===== config.mk =====
export PLATFORM = sky130hd
export DESIGN_NAME = line_read_master
export DESIGN_NICKNAME = d
export VERILOG_FILES = /design/src/hdl/fetch_pkg.sv /design/src/hdl/line_read_master.sv
export SDC_FILE = /design/constraint.sdc
export NUM_CORES = 1
export LEC_CHECK = 0
export BUFFER_PORTS_ARGS = -buffer_cell sky130_fd_sc_hd__buf_2
export CAP_MARGIN = 0
export CORE_AREA = 2 2 259 261
export DETAILED_ROUTE_END_ITERATION = 8
export DIE_AREA = 0 0 261 263
export PLACE_DENSITY_LB_ADDON = 0.15
export SYNTH_ARGS = -nofsm -noshare
export SYNTH_HDL_FRONTEND = slang
export SYNTH_SLANG_ARGS = --single-unit

===== constraint.sdc =====
create_clock -name clk -period 3.17 [get_ports clk]
set_input_delay 0.317 -clock clk [delete_from_list [all_inputs] [get_ports clk]]
set_output_delay 0.317 -clock clk [all_outputs]
set_load 0.02 [all_outputs]

===== src/hdl/fetch_pkg.sv =====
package fetch_pkg;

  // **************************************************
  // widths and the types that carry them
  // **************************************************
  localparam int address_width = 48;                  // byte address into host memory
  typedef logic [address_width-1:0] address_t;

  localparam int line_width = 512;                    // one descriptor per line
  typedef logic [line_width-1:0] line_t;

  localparam int line_bytes = line_width / 8;         // 64 byte step between lines

  localparam int fifo_depth_log2 = 6;
  localparam int fifo_depth = 2 ** fifo_depth_log2;   // 64 entries per buffer
  localparam int fifo_half = fifo_depth / 2;          // throttle point for new reads
  typedef logic [fifo_depth_log2:0] fill_t;           // one extra bit so full differs from empty
  typedef logic [fifo_depth_log2-1:0] reads_t;        // top bit doubles as the half-way flag

  localparam int block_count_width = 8;
  typedef logic [block_count_width-1:0] block_count_t;  // lines that follow the first one

  typedef logic [15:0] timeout_t;
  localparam timeout_t timeout_preload = 16'd6;       // covers pipeline and state change cycles

  // **************************************************
  // field positions inside a descriptor line
  // **************************************************
  localparam int format_first_bit = 0;                // set only in the first line of a block
  localparam int block_size_lsb = 8;
  localparam int owned_bit = 16;                      // hardware may consume the line when set
  localparam int next_lsb = 448;                      // low bits of the next block address

  // block walk states
  typedef enum logic [2:0] {
    idle,
    load_counter,
    load_first,
    load_rest,
    retry_wait,
    wait_reload
  } fetch_state_t;

endpackage

===== src/hdl/line_read_master.sv =====
// issues single line reads and decodes every line that returns
module line_read_master
  import fetch_pkg::*;
(
  input  logic         clk,
  input  logic         reset,
  input  fetch_state_t state,
  input  address_t     new_descriptor_location,
  input  logic         load_new_descriptor_location,
  input  line_t        m_readdata,
  input  logic         m_readdatavalid,
  input  logic         m_waitrequest,
  input  logic         desc_almost_full,  // descriptor buffer is half full
  output address_t     m_address,
  output logic         m_read,
  output logic         read_stalled,
  output logic         first_owned,
  output logic         first_single,
  output logic         first_unowned,
  output logic         last_read_posted,
  output logic         desc_write,
  output logic         block_write,
  output address_t     block_start
);

  logic         line_owned;
  logic         line_first;
  block_count_t line_size;
  address_t     line_next;
  logic         read_accepted;
  address_t     next_address;
  address_t     address_counter;
  logic         step_address;
  block_count_t block_counter;
  reads_t       reads_in_flight;
  logic         too_many_reads;
  logic         first_read_done;
  logic         read_active;
  logic         set_read_active;
  logic         clear_read_active;

  // **************************************************
  // decode of the returned line
  // **************************************************
  assign line_owned = m_readdata[owned_bit];
  assign line_first = m_readdata[format_first_bit];
  assign line_size  = m_readdata[block_size_lsb +: block_count_width];
  assign line_next  = m_readdata[next_lsb +: address_width];

  assign read_accepted = m_read && !m_waitrequest;
  assign read_stalled  = m_read && m_waitrequest;

  // only a line read in load_first can open a block
  assign first_owned      = m_readdatavalid && line_owned && line_first && (state == load_first);
  assign first_single     = first_owned && (line_size == '0);
  assign first_unowned    = m_readdatavalid && !line_owned;  // end of the chain was hit
  assign last_read_posted = (state == load_rest) && read_accepted && (block_counter == 8'd1);

  assign desc_write  = m_readdatavalid && line_owned;  // lines pass through untouched
  assign block_write = first_owned;
  assign block_start = address_counter;  // still points at the first line on this cycle

  // **************************************************
  // address and block counters
  // **************************************************
  // an unowned first line leaves this alone so a retry reads the same block again
  always_ff @(posedge clk)
  begin
    if (load_new_descriptor_location)
    begin
      next_address <= new_descriptor_location;
    end
    else if (first_owned)
    begin
      next_address <= line_next;  // the next block is known as soon as the first line is back
    end
  end

  // the first line steps the counter on its return, the rest step it as each read is accepted
  assign step_address = first_owned || ((state == load_rest) && read_accepted);

  always_ff @(posedge clk)
  begin
    if (state == load_counter)
    begin
      address_counter <= next_address;
    end
    else if (step_address)
    begin
      address_counter <= address_counter + address_t'(line_bytes);
    end
  end

  always_ff @(posedge clk)
  begin
    if (reset)
    begin
      block_counter <= '0;
    end
    else if (first_owned)
    begin
      block_counter <= line_size;
    end
    else if ((state == load_rest) && read_accepted)
    begin
      block_counter <= block_counter - 1'b1;  // reaches zero with the last read of the block
    end
  end

  // **************************************************
  // read issue and throttling
  // **************************************************
  always_ff @(posedge clk)
  begin
    if (reset)
    begin
      reads_in_flight <= '0;
    end
    else
    begin
      reads_in_flight <= reads_in_flight + reads_t'(read_accepted) - reads_t'(m_readdatavalid);
    end
  end

  // half a buffer in flight or half a buffer stored, either keeps the total within the depth
  assign too_many_reads = reads_in_flight[fifo_depth_log2-1] || desc_almost_full;

  // load_first gets exactly one read, this remembers that it went out
  always_ff @(posedge clk)
  begin
    if (reset || (state == load_counter))
    begin
      first_read_done <= 1'b0;
    end
    else if ((state == load_first) && read_accepted)
    begin
      first_read_done <= 1'b1;
    end
  end

  assign set_read_active = ((state == load_first) && !first_read_done && !too_many_reads) ||
                           ((state == load_rest) && !too_many_reads);

  // a read that has been raised only drops once it is accepted
  assign clear_read_active = ((state == load_first) && read_accepted) ||
                             ((state == load_rest) && read_accepted && too_many_reads) ||
                             last_read_posted ||
                             ((state == idle) && !read_stalled);

  always_ff @(posedge clk)
  begin
    if (reset || clear_read_active)
    begin
      read_active <= 1'b0;  // clear beats set
    end
    else if (set_read_active)
    begin
      read_active <= 1'b1;
    end
  end

  assign m_address = address_counter;
  assign m_read    = read_active;

  // a stalled request holds across the sequencer and the counters until it is taken
  a_stall_hold: assert property (@(posedge clk) disable iff (reset)
    read_stalled |=> (m_read && $stable(m_address)));

endmodule


# ---- Yosys cells after proc, flatten, opt, wreduce, memory -nomap -nowiden
# Index checks and enable logic that the tools add are counted.
dict set report classes {
  n_addsub 4
  mul 0
  div 0
  order_cmp 0
  n_eq_ne 4
  shifts 0
  muxes 6
  n_bitwise 0
  n_reduce_logical 33
}
# cell count
set ops {}
lappend ops {{$mux W48} 4}
lappend ops {{$add A48 B7 Y48 const B} 1}
lappend ops {{$mux W8} 2}
lappend ops {{$logic_and A1 B1 Y1} 15}
lappend ops {{$eq A8 B1 Y1 const B} 1}
lappend ops {{$logic_not A8 Y1} 1}
lappend ops {{$logic_or A1 B1 Y1} 8}
lappend ops {{$sub A8 B1 Y8 const B} 1}
lappend ops {{$add A6 B1 Y6} 1}
lappend ops {{$eq A3 B2 Y1 const B} 2}
lappend ops {{$reduce_bool A2 Y1} 3}
lappend ops {{$sub A6 B1 Y6} 1}
lappend ops {{$logic_not A1 Y1} 5}
lappend ops {{$eq A3 B1 Y1 const B} 1}
lappend ops {{$logic_not A3 Y1} 1}
dict set report totals {
  regBits 112
  latchBits 0
  mem_bits_rw 0
  rom_bits 0
  inputBits 569
  out_inout_bits 104
  elab_cells 53
  n_memories 0
}

# ---- Longest topological paths before layout
dict set report logic_depth {
  word_depth 8
  depth_mapped 11
  ltp_nobuf 11
}

# ---- Worst setup path before layout
# OpenSTA, ideal clock, no wires.
dict set report synth_timing {
  kind {input port to flip-flop}
  startpoint {input port load_new_descriptor_location}
  endpoint {register next_address[0] (enable)}
  setup_ps 413
  t_arrival_ps 2251
  t_required_ps 2757
  slack_ps 506
  path_stages 3
  n_path_buf 2
  path_cell_list {buf_1 -> buf_1 -> nand2b_1}
}
dict set report synth_via {
  elab_chain_cells 1
}
# item line_no
set synth_lines {}
lappend synth_lines {{start: declaration} line_read_master.sv:9} ;# input logic load_new_descriptor_location,
lappend synth_lines {{$reduce_bool A2 Y1 (no source line)} -}
lappend synth_lines {{end signal: assignment} line_read_master.sv:71} ;# next_address <= new_descriptor_location;
lappend synth_lines {{end signal: assignment} line_read_master.sv:75} ;# next_address <= line_next;
lappend synth_lines {{end: declaration} line_read_master.sv:31} ;# address_t next_address;
# No other way between the ends.
# A chain may end at the register's enable or synchronous reset.

# ---- Worst setup path after layout
dict set report layout_timing {
  startpoint {register read_active (netlist: m_read)}
  endpoint {output port last_read_posted}
}
dict set report layout_via {
  elab_chain_cells 3
}
# item line_no
set layout_lines {}
lappend layout_lines {{start: declaration} line_read_master.sv:38} ;# logic read_active;
lappend layout_lines {{start signal: assignment} line_read_master.sv:154} ;# read_active <= 1'b0;
lappend layout_lines {{start signal: assignment} line_read_master.sv:158} ;# read_active <= 1'b1;
lappend layout_lines {{$logic_and A1 B1 Y1} line_read_master.sv:50} ;# assign read_accepted = m_read && !m_waitrequest;
lappend layout_lines {{$logic_and A1 B1 Y1 (2 in series)} line_read_master.sv:57} ;# assign last_read_posted = (state == load_rest) && read_accepted && (block_counter == 8'd1);
lappend layout_lines {{end: declaration} line_read_master.sv:20} ;# output logic last_read_posted,
# No other way between the ends.

==> flow_summary.ini <==
[finish]
area_growth_pct = 33.8
stdcell_area_um2 = 8350
final_nets = 1314
fin_cells = 1608
drive_gt1_share_pct = 42.6

[clock_tree]
cts_sinks = 112
cts_htree_levels = 3
clockRootBuffer = clkbuf_16
ctsHoldBuffers = 0
cts_tree = done
cts.clk_slew.worst_paths_ns = 0.08
insertion_delay_ns = 0.39
cts_setup_buffers = 0
clockBufferDepth = 2
ctsResizeCount = 0
numCtsBuffers = 9

[global_route]
track_usage_pct = 7.42
antenna_found_initial = 16
grt_pass1_vias = 4711
grt_pass1_wl_mm = 35.2
grt_max_degree = 47
grt_overflow = 0

[sta]
min_period_over_period_pct = 80.9
maxSlewViolCount = 0
max_freq_ghz = 0.390
worst_pin_slew_ns = 0.688
min_period_ns = 2.56
setup_tns_ns = 0
finalHoldViolations = 0
finalSetupViolCount = 0
max_slew_margin_pct = 54.1
rsz0062_at_grt = false
skew_ns = 0.0126

[logic_synthesis]
synth_top_area_cell = edfxtp_1
synth_top_area_share_pct = 46.2
yosysSeqAreaShare_pct = 51.3
yosysMostFrequentCell = edfxtp_1
synthTopCellsByCount = 96 x edfxtp_1, 59 x nand2_1, 49 x buf_4, 49 x mux2_2, 29 x nor2_1
ys_seq_elements = 112
syn_area_um2 = 6240
synth.area.top_cells = edfxtp_1 46%, mux2_2 8.8%, buf_4 5.9%
syn_area_per_cell_um2 = 11.1
synth-edff-count = 96
async_reset_ff_share_pct = 0
synth-main-ff-cell = edfxtp_1
synth_cells = 562
syn_nets = 1141
synth_cell_types = 50
ys_warn_count = 0

[pwr]
p_per_area_nw_per_um2 = 428
p_sw_share_pct = 29.3
p_comb_share_pct = 17.2
p_clk_share_pct = 32.4
vdd_drop_max_uv = 282
p_int_uw = 2530
sequentialPowerShare_pct = 50.4
leakage_uw = 0.00300
switching_power_uw = 1050
power_uw = 3580

[setup_path]
worstPathRequired_ns = 2.85
crit_chain = nor2b_1 > nand3_1 > nor4_1 > buf_2
end_kind = output pin
start_kind = flip-flop
cpPeakStageDelay_ns = 0.51
cp_slowest_cell = nor4_1
worstPathArrival_ns = 2.25
critPathKind = flip-flop to output pin
worst-path-max-fanout = 7

[die]
fp.dieW_um = 261
initial_core_util_pct = 9.51
core_um2 = 65600
io_pins = 673
num_rows = 94
die_h_um = 263
die_area_um2 = 68600

[placed_design]
dpl_cell_area_um2 = 8080
hpwlAfterDp_mm = 19.8
place.gp.congestion = 0.692
portBuffers = 218
place_inst = 1588

[detailed_routing]
ant_nets = 0
drc = 0
routed-via-count = 4787
drt_iter0_markers = 204
wl_per_cell_um = 15.8
drt-total-wl_mm = 25.5
drt-vias-per-instance = 2.98
drt_pass1_iterations = 4

[outcome]
run_status = completed

[min_path]
hold_class = primary input to flip-flop

[job]
drv_cap = 0
worst paths after layout:
| kind | from | end | slack [ns] | cells past startpoint |
|---|---|---|---|---|
| setup / recovery | m_read | last_read_posted | 0.61 | 4 |
| setup reg to reg | block_start[6] | block_start[24] | 0.65 | 6 |
| hold / removal | m_readdata[12] | block_counter[4] | 0.21 | 3 |
| hold reg to reg | block_counter[5] | block_counter[5] | 0.48 | 2 |
layer usage:
| metal | wire, um | vias up | part of all wire [%] | track usage [%] |
|---|---|---|---|---|
| li1 | - | 2331 | - | - |
| met1 | 12000 | 2250 | 47 | 9.81 |
| met2 | 11500 | 173 | 45 | 11.6 |
| met3 | 1590 | 29 | 6.3 | 2.40 |
| met4 | 348 | 4 | 1.4 | 1.80 |
| met5 | 20 | - | 0.078 | 0 |
power by group through the flow:
stage	clock network (uW)	logic (uW)	registers, uW
global placement	0	626	1840
CTS	1240	630	1810
finish	1160	615	1800
detailed placement	0	625	1840
global route	1280	694	1820
floorplan	0	388	1840
cells in the final DEF (no fill, tap or decap), drive strengths merged, types with 8 or more instances in the layout:
master,netlist,final
edfxtp,96,96
and3,8,8
xnor2,24,24
ha,9,9
nor2,29,29
o21ai,41,41
nor4,19,19
or3,8,8
and2,9,9
nand3,17,17
dfxtp,16,16
nand4,12,12
buf,59,232
inv,19,20
nor3,10,10
nand2,59,59
mux2,49,49
clkbuf,11,10
a21oi,12,12
xor2,15,15
metrics by stage:
stage / worst slack (ns) / util [%] / hold slack, ns
after global routing: 0.430 / 12.7 / 0.187
final: 0.605 / 12.7 / 0.208
after CTS: 0.546 / 12.7 / 0.166
after global placement: 0.596 / 12.3 / 0.470
after detailed placement: 0.576 / 12.3 / 0.471
after floorplan: 0.506 / - / 0.444
cells by family after synthesis:
logic type / count (synthesis) / synth area share (%)
multiplexers: 50 / 9.00
flip-flops: 112 / 51.3
XOR/XNOR: 39 / 5.47
AO/OA/AOI/OAI: 74 / 7.01
adder cells (fa/ha/maj): 10 / 2.12
AND/OR/NAND/NOR: 188 / 16.5
buffers and inverters: 89 / 8.56
area by class of cell:
class,count,area [um^2]
tap,864,1080
antenna,4,10.0
multi-input combinational,361,2520
inverter,19,71.3
timing repair buffer,232,1210
sequential,112,3200
clock buffer,10,229
fill,7532,57300
clock inverter,6,33.8
registers in the layout, indices dropped and copies added (netlist names):
register / count
block_counter: 8
next_address: 48
first_read_done: 1
m_read: 1
reads_in_flight: 6
block_start: 48
worst max-delay path: cells and delay by family (launching register included):
kind	cells	cell delay [ns]
flip-flops	1	0.43
AND/OR/NAND/NOR	3	1.17
buffers and inverters	1	0.25
Note: power is estimated with default switching activity, not from simulation.
