**config.mk**
```make
export PLATFORM = sky130hd
export DESIGN_NAME = fetch_sequencer
export DESIGN_NICKNAME = d
export VERILOG_FILES = /design/src/hdl/fetch_pkg.sv /design/src/hdl/fetch_sequencer.sv
export SDC_FILE = /design/constraint.sdc
export NUM_CORES = 1
export LEC_CHECK = 0
export ABC_AREA = 1
export BUFFER_PORTS_ARGS = -buffer_cell sky130_fd_sc_hd__buf_2
export CORE_UTILIZATION = 40
export DETAILED_ROUTE_END_ITERATION = 8
export PLACE_DENSITY_LB_ADDON = 0.12
export SLEW_MARGIN = 30
export SYNTH_ARGS = -nofsm -noshare
export SYNTH_HDL_FRONTEND = slang
export SYNTH_SLANG_ARGS = --single-unit
```
**constraint.sdc**
```tcl
create_clock -name clk -period 3.65 [get_ports clk]
set_clock_uncertainty 0.15 [all_clocks]
set_input_delay 0.73 -clock clk [delete_from_list [all_inputs] [get_ports clk]]
set_output_delay 0.73 -clock clk [all_outputs]
set_load 0.02 [all_outputs]
```
**src/hdl/fetch_pkg.sv**
```systemverilog
package fetch_pkg;

  // **************************************************
  // widths and the types that carry them
  // **************************************************
  localparam int address_width = 48;                  // byte address into host memory
  typedef logic [address_width-1:0] address_t;

  localparam int line_width = 512;                    // one descriptor per line
  typedef logic [line_width-1:0] line_t;

  localparam int line_bytes = line_width / 8;         // 64 byte step between lines

  localparam int fifo_depth_log2 = 6;
  localparam int fifo_depth = 2 ** fifo_depth_log2;   // 64 entries per buffer
  localparam int fifo_half = fifo_depth / 2;          // throttle point for new reads
  typedef logic [fifo_depth_log2:0] fill_t;           // one extra bit so full differs from empty
  typedef logic [fifo_depth_log2-1:0] reads_t;        // top bit doubles as the half-way flag

  localparam int block_count_width = 8;
  typedef logic [block_count_width-1:0] block_count_t;  // lines that follow the first one

  typedef logic [15:0] timeout_t;
  localparam timeout_t timeout_preload = 16'd6;       // covers pipeline and state change cycles

  // **************************************************
  // field positions inside a descriptor line
  // **************************************************
  localparam int format_first_bit = 0;                // set only in the first line of a block
  localparam int block_size_lsb = 8;
  localparam int owned_bit = 16;                      // hardware may consume the line when set
  localparam int next_lsb = 448;                      // low bits of the next block address

  // block walk states
  typedef enum logic [2:0] {
    idle,
    load_counter,
    load_first,
    load_rest,
    retry_wait,
    wait_reload
  } fetch_state_t;

endpackage
```
**src/hdl/fetch_sequencer.sv**
```systemverilog
// walks the descriptor chain one block at a time
//
//   idle -> load_counter -> load_first -> load_rest -> load_counter ...
//   a single line block skips load_rest and goes straight back to load_counter
//   an unowned first line ends in retry_wait or wait_reload, both lead back to idle
module fetch_sequencer
  import fetch_pkg::*;
(
  input  logic         clk,
  input  logic         reset,
  input  logic         flush,
  input  logic         enable_fetch,
  input  logic         enable_descriptor_timeout,     // poll the chain end instead of waiting
  input  logic         load_new_descriptor_location,  // host strobe, also ends wait_reload
  input  timeout_t     descriptor_timeout,            // cycles between polls of the chain end
  input  logic         read_stalled,
  input  logic         first_owned,
  input  logic         first_single,
  input  logic         first_unowned,
  input  logic         last_read_posted,
  output fetch_state_t state,
  output logic         fetch_idle
);

  timeout_t timeout_counter;
  logic     stop_request;
  logic     refetch_trigger;
  logic     refetch_trigger_d1;

  // a stalled read has to be accepted first or the read port would change under it
  assign stop_request = (flush || !enable_fetch) && !read_stalled;

  // **************************************************
  // state register
  // **************************************************
  always_ff @(posedge clk)
  begin
    if (reset)
    begin
      state <= idle;
    end
    else if (stop_request)
    begin
      state <= idle;  // disabled or flushed, park here until fetching is enabled again
    end
    else
    begin
      case (state)
        idle:
        begin
          if (enable_fetch)
          begin
            state <= load_counter;  // the host loaded the first block location beforehand
          end
        end
        load_counter:
        begin
          state <= load_first;  // one cycle so the address counter is loaded before the read
        end
        load_first:
        begin
          // the order matters here since a single line block is also an owned one
          if (first_unowned)
          begin
            state <= enable_descriptor_timeout ? retry_wait : wait_reload;
          end
          else if (first_single)
          begin
            state <= load_counter;  // nothing follows the first line so move to the next block
          end
          else if (first_owned)
          begin
            state <= load_rest;
          end
        end
        load_rest:
        begin
          if (last_read_posted)
          begin
            state <= load_counter;  // the rest of the block is still in flight, that is fine
          end
        end
        retry_wait:
        begin
          if (refetch_trigger_d1)
          begin
            state <= idle;  // idle then load_counter reloads the same block start
          end
        end
        wait_reload:
        begin
          if (load_new_descriptor_location)
          begin
            state <= idle;
          end
        end
        default:
        begin
          state <= idle;
        end
      endcase
    end
  end

  // **************************************************
  // retry timeout
  // **************************************************
  // the count sits at the preload outside retry_wait and runs freely inside it
  always_ff @(posedge clk)
  begin
    if (reset || (state != retry_wait))
    begin
      timeout_counter <= timeout_preload;
    end
    else
    begin
      timeout_counter <= timeout_counter + 1'b1;
    end
  end

  // greater or equal so that a timeout programmed below the preload still fires
  assign refetch_trigger = (state == retry_wait) && (timeout_counter >= descriptor_timeout);

  always_ff @(posedge clk)
  begin
    if (reset)
    begin
      refetch_trigger_d1 <= 1'b0;
    end
    else
    begin
      refetch_trigger_d1 <= refetch_trigger;  // the extra cycle back to idle
    end
  end

  assign fetch_idle = (state == idle) || (state == wait_reload);  // no reads will be started

  // the state register is three bits wide but only six codes are ever entered
  a_state_legal: assert property (@(posedge clk) disable iff (reset)
    state inside {idle, load_counter, load_first, load_rest, retry_wait, wait_reload});

endmodule

```
Yosys cells after proc, flatten, opt, wreduce, memory -nomap -nowiden
Index checks and enable logic that the tools add are counted.

word-level totals
  register bits = 20
  output and inout bits = 4

cells by class
  mux-type cells = 9
  order comparisons = 1
  equal/unequal tests = 11
  $add $sub $neg = 1
  reduce and logical (&&, ||, !) cells = 10

operators by type and width
  cell                                                              number
  3-bit two-way mux                                                 7
  3-bit case mux with 6 select lines                                1
  16-bit by 1-bit adder with 16-bit output (second input constant)  1
  16-bit >= comparator                                              1
  2-bit != test (second input constant)                             4
  3-bit by 2-bit == test with 1-bit output (second input constant)  2
  3-bit == test (second input constant)                             2
  5-bit AND reduction                                               1
  4-bit != test (second input constant)                             1
  3-bit by 1-bit == test with 1-bit output (second input constant)  1
  3-bit logical NOT                                                 1
  1-bit logical OR                                                  3
  3-bit != test (second input constant)                             1
  1-bit logical AND                                                 2
  1-bit logical NOT                                                 2
  2-bit OR reduction                                                1
  1-bit two-way mux                                                 1

Longest topological paths before layout
Gate-level depths: netlist of the first run.

  depth in word-level cells = 4
  depth in mapped cells = 11
  gate-level depth less buffers = 11

Least setup slack after synthesis of the first run
Ideal clock, no wire load.

  kind = reg-to-output
  start point = reg state[0]
  end point = out fetch_idle
  cell stages (with the launch flop) = 3
  path slack = 1.630 ns
  data arrival time = 1.140 ns
  buffers on the path = 0
  cells stage by stage = dfxtp_1 nand2_1 o21ai_0

on the way
  word-level cells in the longest chain between the ends = 2
  elaborated cells on any way between the ends = 3

RTL lines
  element                                             RTL line                text
  start: declaration                                  fetch_sequencer.sv:21   output fetch_state_t state,
  start signal: assignment                            fetch_sequencer.sv:40   state <= idle;
  start signal: assignment                            fetch_sequencer.sv:44   state <= idle;
  start signal: assignment                            fetch_sequencer.sv:53   state <= load_counter;
  3-bit == test or 3-bit logical NOT (tied branches)  fetch_sequencer.sv:136  assign fetch_idle = (state == idle) || (state == wait_reload);
  1-bit logical OR (*)                                fetch_sequencer.sv:136
  end: declaration                                    fetch_sequencer.sv:22   output logic fetch_idle

Mark *: on every way between the ends. The rest lies on a longest branch, timed or not.

Worst setup path in the final report of the first run
  start point = reg state[2]
  end point = out fetch_idle

Same word-level chain as after synthesis.

==> key figures, run 1 <==
Logic synthesis
  • Seq cells post-synth: 20
  • Mapped cell area: 1410 um^2
  • Post-Syn Nets: 249
  • Unique masters post-synth: 23
  • Sequential element share of the synthesized area: 0.2839
  • Post-synthesis cell count: 205
  • Number of synthesis warnings: 0
  • Avg Cell Area, Syn: 6.879 um^2

Critical path
  • Worst Path Arrival: 1.25 ns
  • WP data required: 2.77 ns
  • Critical path, cell by cell: inv_2, o21ai_0, buf_2
  • Worst path buffer plus inverter count: 2
  • Peak fanout along the critical path: 7
  • CP startpoint kind: register
  • CP max stage delay: 0.49 ns
  • Slowest CP cell: dfxtp_1
  • WS Path Type: reg2out
  • Worst path top cell family by delay: flip-flops
  • Setup crit end kind: output port

Floorplanning
  • Io pins: 31
  • Die width: 61.38 um
  • # rows: 21
  • Core Box Area: 3363 um^2
  • Die Y: 61.38 um
  • Die ar.: 3767 um^2
  • Initial Util: 0.4193

Clock tree
  • Clock transition at path regs: 0.11 ns
  • Resize count post-CTS: 0
  • TritonCTS Sinks: 20
  • Clock Tree Buf Depth: 2
  • Clk_lat worst skew: 0.30 ns
  • Num CTS Buffers: 3
  • Post-CTS Repair Setup Buffers: 0
  • CTS root buffer: clkbuf_4
  • CTS H-tree depth: 1
  • CTS tree: yes
  • Hold-fix buffers, CTS: 0

Timing
  • Final Hold Viols: 0
  • Final setup violation count: 0
  • Slew @ Worst Pin: 0.4466 ns
  • Final period util: 0.5835
  • Max_slew headroom: 0.7020
  • RSZ-0062 raised after global routing: no
  • Minimum clock period: 2.130 ns
  • Slew Viols, Final: 0
  • Fmax: 0.4696 GHz
  • Hold WS: 0.3371 ns
  • Final TNS setup: 0 ns

Finish
  • Fin util: 0.4885
  • Final net count: 283
  • Filler cells: 384
  • Design Area, Final: 1643 um^2
  • Area delta synth->final: 16.50%
  • Antenna cells: 0
  • Layout cell share with drive strength beyond 1: 0.1933

Global route
  • Largest net degree at the start of global routing: 13
  • Gr usage total: 0.1591
  • First-pass GRT wire length: 4436 um
  • Vias in the first global route: 1089
  • Total grt overflow: 0
  • Initial antenna violation count: 0

Job
  • Max-cap viol count: 0

Drt
  • Starting DRT DRC Count: 46
  • DR vias/cell: 4.542
  • Drt pass-1 iters: 4
  • DRC viols: 0
  • Via count: 1290
  • Wire length per cell: 8.961 um
  • Antenna viol nets, final: 0
  • WL final: 2545 um

Pwr
  • Part of the power in registers: 0.503
  • Psw: 0.1384 mW
  • Net Sw Frac: 0.2961
  • Peak VDD IR: 0.1945 mV
  • Leakage: 0.7463 nW
  • PwrDens: 284.5 nW/um^2
  • Clock power share: 0.267
  • Int Power: 0.3290 mW
  • Logic pwr share: 0.230

Worst hold path
  • Hold Crit Class: reg2reg

Placement
  • Placed cell area: 1607 um^2
  • GPL Wtd Cong: 0.8518
  • Port-buffer cells: 30
  • DPL Wire Length: 2177 um

Outcome
  • Status: finished clean
tightest hold or removal path, stage by stage, from the launching register on:
cell	delay, ns
dfxtp_1	0.35
inv_1	0.05
a21oi_1	0.05
sequential cells by signal (all words and copies together) (netlist names):
register and cells:
timeout_counter 16, state 3, refetch_trigger_d1 1
synth_stat cells:
master,count,share of area
ha_1,17,0.15
nor3_2,2,0.014
nor2_2,3,0.013
nand3_2,4,0.028
o21ai_0,10,0.035
nor4_1,1,0.0044
nand3b_1,1,0.0053
xor2_1,1,0.0062
or2_1,1,0.0044
nor2_1,20,0.053
o21ai_1,2,0.0071
nor3_1,2,0.0071
inv_1,37,0.098
nor2_4,2,0.016
nand4_1,5,0.022
a21oi_1,21,0.075
buf_6,1,0.0080
inv_2,1,0.0027
nand2_1,41,0.11
o21bai_1,2,0.011
dfxtp_1,20,0.28
xnor2_1,2,0.012
nand3_1,9,0.032
per-layer routing:
metal  track usage  vias to the layer above  share of wire
li1              -                      732              -
met1        0.2098                      535           0.51
met2        0.2593                       21           0.44
met3       0.04412                        2          0.039
met4       0.03810                        0         0.0071
met5             0                        -              0
cell usage in the layout, fill, tap and decap left out:
| cell type | n |
|---|---|
| nor2_1 | 20 |
| dfxtp_1 | 20 |
| or2_1 | 1 |
| nor2_2 | 3 |
| inv_1 | 37 |
| nand3_1 | 9 |
| nand4_1 | 5 |
| nor2_4 | 2 |
| clkbuf_8 | 1 |
| o21bai_1 | 2 |
| o21ai_1 | 2 |
| xnor2_1 | 2 |
| buf_2 | 30 |
| a21oi_1 | 21 |
| nor4_1 | 1 |
| nand3_2 | 4 |
| inv_2 | 1 |
| nand3b_1 | 1 |
| nor3_2 | 2 |
| clkbuf_4 | 3 |
| ha_1 | 17 |
| xor2_1 | 1 |
| nor3_1 | 2 |
| nand2_1 | 41 |
| o21ai_0 | 10 |
final timing paths:
path / to / depth (start not counted) / start / slack, ns
max: fetch_idle / 3 / state[2] / 1.52
min: timeout_counter[11] / 2 / timeout_counter[11] / 0.34
max reg2reg: timeout_counter[1] / 5 / state[1] / 1.94
min reg2reg: timeout_counter[11] / 2 / timeout_counter[11] / 0.34
metrics by stage:
stage               setup WS (ns)  cells  power (mW)
floorplan                   1.630    205      0.3148
global placement            1.685    280      0.3484
global route                1.435    284      0.5041
finish                      1.520    284      0.4674
CTS                         1.503    284      0.4774
detailed placement          1.696    280      0.3489
power groups by stage:
stage | Combinational, mW | Sequential, mW | Clock (mW)
detailed placement | 0.109 | 0.240 | 0
finish | 0.108 | 0.235 | 0.125
floorplan | 0.0708 | 0.244 | 0
CTS | 0.109 | 0.235 | 0.133
global route | 0.126 | 0.237 | 0.142
global placement | 0.108 | 0.240 | 0
cells by family after synthesis:
logic type                 Yosys count  share of synthesized area
adders and majority gates           17                     0.1508
buffers and inverters               39                     0.1091
and+or+nand+nor                     91                     0.3097
xor gates and xnor gates             3                    0.01864
DFF                                 20                     0.2839
AOI/OAI and AO/OA                   35                     0.1278
cell type report:
class | instances | area, um^2 | area share
timing repair buffer | 30 | 150.1 | 0.09139
inverter | 38 | 142.6 | 0.08682
tap | 46 | 57.56 | 0.03503
clock buffer | 4 | 36.28 | 0.02209
sequential | 20 | 400.4 | 0.2437
multi-input combinational | 146 | 855.8 | 0.5209
Note: power is estimated with default switching activity, not from simulation.
==> run 2: changes to the inputs <==
Clock period 3.65 ns to 2.2 ns, I/O delays scaled along.
==> run 2 against run 1 <==
Net effect:
- sequential share of layout area down 0.11 points
- die area stayed put
- global-route usage up 0.42 points
- non-clock buffer count up 1
- register-to-register slack got worse by 1.3 ns
- wire length rose by 6.1%
- hold slack got worse by 0.052 ns
- count of clock-buffer cells in the layout unchanged
- critical endpoint unchanged
==> key figures, run 2 (synthesis results as in run 1) <==
Job
  • Max-cap viol count: 0

Pwr
  • Clock power share: 0.275
  • PwrDens: 478.1 nW/um^2
  • Part of the power in registers: 0.494
  • Peak VDD IR: 0.2607 mV
  • Psw: 0.2413 mW
  • Leakage: 0.7517 nW
  • Int Power: 0.5477 mW
  • Net Sw Frac: 0.3058
  • Total design power: 0.7889 mW
  • Logic pwr share: 0.231

Timing
  • Final setup violation count: 0
  • Slew @ Worst Pin: 0.3350 ns
  • Fmax: 0.5514 GHz
  • Hold WS: 0.2846 ns
  • Final period util: 0.8244
  • Max_slew headroom: 0.7746
  • RSZ-0062 raised after global routing: no
  • Worst Slack Setup Final: 0.3864 ns
  • Slew Viols, Final: 0
  • Final Hold Viols: 0
  • Final TNS setup: 0 ns
  • Minimum clock period: 1.814 ns

Clock tree
  • Clk_lat worst skew: 0.30 ns
  • Hold-fix buffers, CTS: 0
  • Resize count post-CTS: 0
  • Clock Tree Buf Depth: 2
  • Num CTS Buffers: 3
  • CTS tree: yes
  • Post-CTS Repair Setup Buffers: 0
  • TritonCTS Sinks: 20
  • Clock transition at path regs: 0.12 ns
  • CTS H-tree depth: 1
  • CTS root buffer: clkbuf_4

Finish
  • Area delta synth->final: 17.04%
  • Antenna cells: 0
  • Biggest regs: timeout_counter (16), state (3), refetch_trigger_d1 (1)
  • Final net count: 284
  • Max reg flops: 16
  • Final cell count without fillers: 285
  • Filler cells: 385
  • Fin util: 0.4907
  • Layout cell share with drive strength beyond 1: 0.1967
  • Most frequent cells in the layout: nand2_1, inv_1, buf_2
  • Register name with the most flops: timeout_counter
  • Design Area, Final: 1650 um^2
  • Most common cell after layout, fill and taps aside: nand2_1

Critical path
  • Peak fanout along the critical path: 8
  • WS Path Type: reg2out
  • CP startpoint kind: register
  • CP max stage delay: 0.49 ns
  • Setup crit end kind: output port
  • Critical path, cell by cell: inv_1, nand2_1, o21ai_0, buf_2
  • Worst Path Arrival: 1.22 ns
  • Slowest CP cell: dfxtp_1
  • WP data required: 1.61 ns

Drt
  • Starting DRT DRC Count: 57
  • Wire length per cell: 9.470 um
  • Drt pass-1 iters: 4
  • DR vias/cell: 4.632
  • WL final: 2699 um
  • Antenna viol nets, final: 0
  • Via count: 1320
  • DRC viols: 0

Placement
  • GPL Wtd Cong: 0.8370
  • DPL Wire Length: 2196 um
  • Worst slack, placed: 0.4941 ns
  • Port-buffer cells: 30
  • Placed Cells: 281
  • Placed cell area: 1614 um^2

Floorplanning
  • Io pins: 31
  • # rows: 21
  • Die Y: 61.38 um
  • Core Box Area: 3363 um^2
  • Die ar.: 3767 um^2
  • Die width: 61.38 um
  • Initial Util: 0.4193

Global route
  • Met1 Track Usage GR: 0.2093
  • Met3 Use GR: 0.03782
  • Gr usage total: 0.1632
  • Initial antenna violation count: 0
  • Met2 Resource Use GR: 0.2795
  • Largest net degree at the start of global routing: 12
  • Vias in the first global route: 1118
  • GRT Max-Usage Layer: met2
  • Total grt overflow: 0
  • First-pass GRT wire length: 4574 um

Worst hold path
  • Hold Crit Class: in2reg

Outcome
  • Status: finished clean
-- run 2: changes by cell type in the layout (fill, tap and decap cells not counted) --
cell and change:
buf_4 +1
-- run 2: layout make-up --
| cell class | instances | area (um^2) | share of cell area |
|---|---|---|---|
| Multi-Input combinational cell | 146 | 855.8 | 0.5186 |
| Sequential cell | 20 | 400.4 | 0.2426 |
| Timing Repair Buffer | 31 | 157.7 | 0.09553 |
| Inverter | 38 | 142.6 | 0.08643 |
| Tap cell | 46 | 57.56 | 0.03487 |
| Clock buffer | 4 | 36.28 | 0.02199 |
-- run 2: per-layer routing --
| layer | share of wire | wire [um] |
|---|---|---|
| met1 | 0.51 | 1377 |
| met2 | 0.44 | 1199 |
| met3 | 0.040 | 108 |
| met4 | 0.0052 | 14 |
| met5 | 0 | 0 |
-- run 2: critical path, delay by kind of cell (launching register included) --
kind            cells  cell delay (ns)
compound gates      1             0.07
buf+inv             2             0.25
flops               1             0.49
simple gates        1             0.10
-- run 2: worst paths after layout --
kind                  startpoint             endpoint  slack, ns  cells past startpoint
max                     state[1]           fetch_idle       0.39                      4
min                        reset             state[1]       0.28                      4
max reg2reg   timeout_counter[0]  timeout_counter[14]       0.63                      7
min reg2reg  timeout_counter[11]  timeout_counter[11]       0.34                      2
-- run 2: power groups by stage --
stage | Combinational [mW] | Sequential, mW | Clock (mW)
4_1_cts | 0.184 | 0.390 | 0.226
2_1_floorplan | 0.117 | 0.405 | 0
5_1_grt | 0.213 | 0.392 | 0.240
3_3_place_gp | 0.182 | 0.399 | 0
6_report | 0.182 | 0.390 | 0.217
3_5_place_dp | 0.183 | 0.398 | 0
==> run 3: changes to the inputs <==
Settings changed: ABC_AREA 1 to 0.
Clock period 2.2 ns to 1.6 ns, I/O delays scaled along.
==> run 3 against run 2 <==
Net effect:
- the flow now finishes with violations (negative setup slack)
- final area increased by 12%
- core utilization increased by 11 points
- critical path depth unchanged
- total power increased by 10%
- synthesized cell count decreased by 19%
- first-iteration DRC count decreased by 32%
- largest power group unchanged
==> key figures, run 3 <==
Drt
  • Via count: 1359
  • Drt pass-1 iters: 4
  • Wire length per cell: 10.73 um
  • Starting DRT DRC Count: 39
  • WL final: 2939 um
  • Antenna viol nets, final: 0
  • DR vias/cell: 4.960
  • DRC viols: 0

Worst hold path
  • Hold path start: read_stalled
  • Hold endpoint: state[2]
  • Hold Crit Depth: 3
  • Hold Crit Class: in2reg

Finish
  • Final net count: 275
  • Most common cell after layout, fill and taps aside: buf_4
  • Register name with the most flops: timeout_counter
  • Multi-input gate area: 853.3 um^2
  • Final cell count without fillers: 274
  • Layout cell share with drive strength beyond 1: 0.3870
  • Filler cells: 280
  • Area delta synth->final: 40.36%
  • Biggest regs: timeout_counter (16), state (3), refetch_trigger_d1 (1)
  • Register area: 422.9 um^2
  • Antenna cells: 0
  • Max reg flops: 16
  • Most frequent cells in the layout: buf_4, buf_2, inv_1

Logic synthesis
  • Unique masters post-synth: 34
  • Sequential element share of the synthesized area: 0.3053
  • Seq cells post-synth: 20
  • Yosys top cell by area: dfxtp_1
  • Primary FF master, synth: dfxtp_1
  • Number of synthesis warnings: 0
  • Mapped cell area: 1311 um^2
  • Avg Cell Area, Syn: 7.852 um^2
  • Post-Syn Nets: 211
  • Post-synthesis cell count: 167
  • Post-synth EDFFs: 0
  • Share of the synthesized area in the top cell type: 0.3053
  • Synth cell count leaders: dfxtp_1, inv_1, ha_1
  • Async S/R FF share, synth: 0
  • Largest cells by area after synthesis: dfxtp_1, ha_1, a21oi_1

Placement
  • Worst slack, placed: -0.1483 ns
  • GPL Wtd Cong: 0.8688
  • Placed Cells: 265
  • Port-buffer cells: 30
  • DPL Wire Length: 2256 um

Critical path
  • Worst path top cell family by delay: simple AND/OR/NAND/NOR gates
  • WP data required: 1.70 ns
  • CP startpoint kind: register
  • Worst path buffer plus inverter count: 0
  • WS Path Type: reg2reg
  • Reg-to-reg startpoint: timeout_counter[3]
  • Critical path, cell by cell: nand3_4, or4_4, or3_1, a21oi_1
  • R2R depth: 4
  • Worst Path Arrival: 1.75 ns
  • R2R Setup Slk: -0.05 ns
  • Peak fanout along the critical path: 5
  • CP max stage delay: 0.54 ns
  • Slowest CP cell: or4_4
  • Setup crit end kind: register
  • Worst flop-to-flop path endpoint: timeout_counter[15]

Clock tree
  • CTS root buffer: clkbuf_4
  • Hold-fix buffers, CTS: 0
  • Clk_lat worst skew: 0.31 ns
  • CTS tree: yes
  • Num CTS Buffers: 3
  • TritonCTS Sinks: 20
  • Clock Tree Buf Depth: 2
  • CTS H-tree depth: 1
  • Clock transition at path regs: 0.11 ns

Global route
  • Initial antenna violation count: 0
  • Total grt overflow: 0
  • Vias in the first global route: 1271
  • Largest net degree at the start of global routing: 16
  • First-pass GRT wire length: 5023 um
  • Gr usage total: 0.1896

Job
  • Max-cap viol count: 0

Outcome
  • Status: finished with violations
  • Violated checks: negative setup slack

Timing
  • Final period util: 1.032
  • RSZ-0062 raised after global routing: yes
  • Fmax: 0.6059 GHz
  • Final Hold Viols: 0
  • Final TNS setup: -0.1475 ns
  • Slew Viols, Final: 0
  • Slew @ Worst Pin: 0.2600 ns
  • Worst Slack Setup Final: -0.05053 ns
  • Max_slew headroom: 0.8243
  • Final setup violation count: 4
  • Minimum clock period: 1.651 ns

Pwr
  • Leakage: 0.8371 nW
  • Total design power: 0.8687 mW
  • PwrDens: 472.0 nW/um^2
  • Peak VDD IR: 0.2166 mV

Floorplanning
  • Die width: 59.26 um
  • Core Box Area: 3078 um^2
  • Die ar.: 3511 um^2
  • Initial Util: 0.4260
  • Die Y: 59.26 um
  • Io pins: 31
  • # rows: 20
[run 3: cell types whose count changed after synthesis, sizes merged, moves of 3 or more]
cell	previous run	this run
nand2	41	15
inv	38	20
nor2	25	15
nand3	13	5
a21oi	21	16
or3	0	4
nand4	5	2
nor3	4	7
xnor2	2	5
xor2	1	4
[run 3: what timing repair did]
| action | CTS | global route |
|---|---|---|
| setup endpoints to repair | 7 | 11 |
| buffers inserted | 4 | 1 |
| gates resized for setup | 9 | 9 |
| pin swaps | 3 | 2 |
[run 3: worst max path at each step]
stage,from,to,cells after the start,slack [ns]
floorplan,state[0],refetch_trigger_d1,5,-0.22
global placement,reset,refetch_trigger_d1,4,-0.14
detailed placement,descriptor_timeout[15],refetch_trigger_d1,6,-0.15
CTS,timeout_counter[3],timeout_counter[15],4,-0.05
global route,timeout_counter[3],timeout_counter[15],4,-0.10
finish,timeout_counter[3],timeout_counter[15],4,-0.05
[run 3: where the power goes]
part | internal, mW | total, mW | leakage [nW] | switching [mW]
Clock | 0.0913 | 0.252 | 0.0154 | 0.160
Sequential | 0.496 | 0.498 | 0.166 | 0.00179
Combinational | 0.0616 | 0.119 | 0.655 | 0.0575
Total | 0.649 | 0.869 | 0.837 | 0.220
[run 3: cell type report]
| type | count | share of cell area |
|---|---|---|
| clock buffer | 3 | 0.01224 |
| clock inverter | 1 | 0.002039 |
| inverter | 20 | 0.04079 |
| multi-input combinational | 123 | 0.4636 |
| sequential | 20 | 0.2298 |
| tap | 44 | 0.02991 |
| timing repair buffer | 63 | 0.2216 |
[run 3: kinds of logic after synthesis]
| kind of cell | count (synthesis) | synth area share |
|---|---|---|
| AOI/OAI and AO/OA | 36 | 0.1594 |
| and+or+nand+nor | 61 | 0.2376 |
| xor gates and xnor gates | 9 | 0.06011 |
| buffers and inverters | 24 | 0.07538 |
| DFF | 20 | 0.3053 |
| adders and majority gates | 17 | 0.1622 |
[run 3: layer usage]
layer	GRT usage	vias up	routed length [um]
met1	0.2230	603	1392
met5	0	-	0
li1	-	714	-
met2	0.3355	35	1381
met4	0.09184	0	62
met3	0.02620	7	102
[run 3: worst reg2reg max path, cell delays in order (launching register included)]
cell	delay, ns
dfxtp_4	0.39
nand3_4	0.07
or4_4	0.54
or3_1	0.32
a21oi_1	0.12
[run 3: per-stage QoR]
| step | hold slack (ns) | instance area (um^2) | utilization |
|---|---|---|---|
| after detailed placement | 0.3453 | 1724 | 0.5602 |
| final | 0.1760 | 1841 | 0.5980 |
| after global placement | 0.3361 | 1724 | 0.5602 |
| after floorplan | 0.3023 | 1339 | - |
| after CTS | 0.1735 | 1807 | 0.5870 |
| after global routing | 0.1916 | 1841 | 0.5980 |
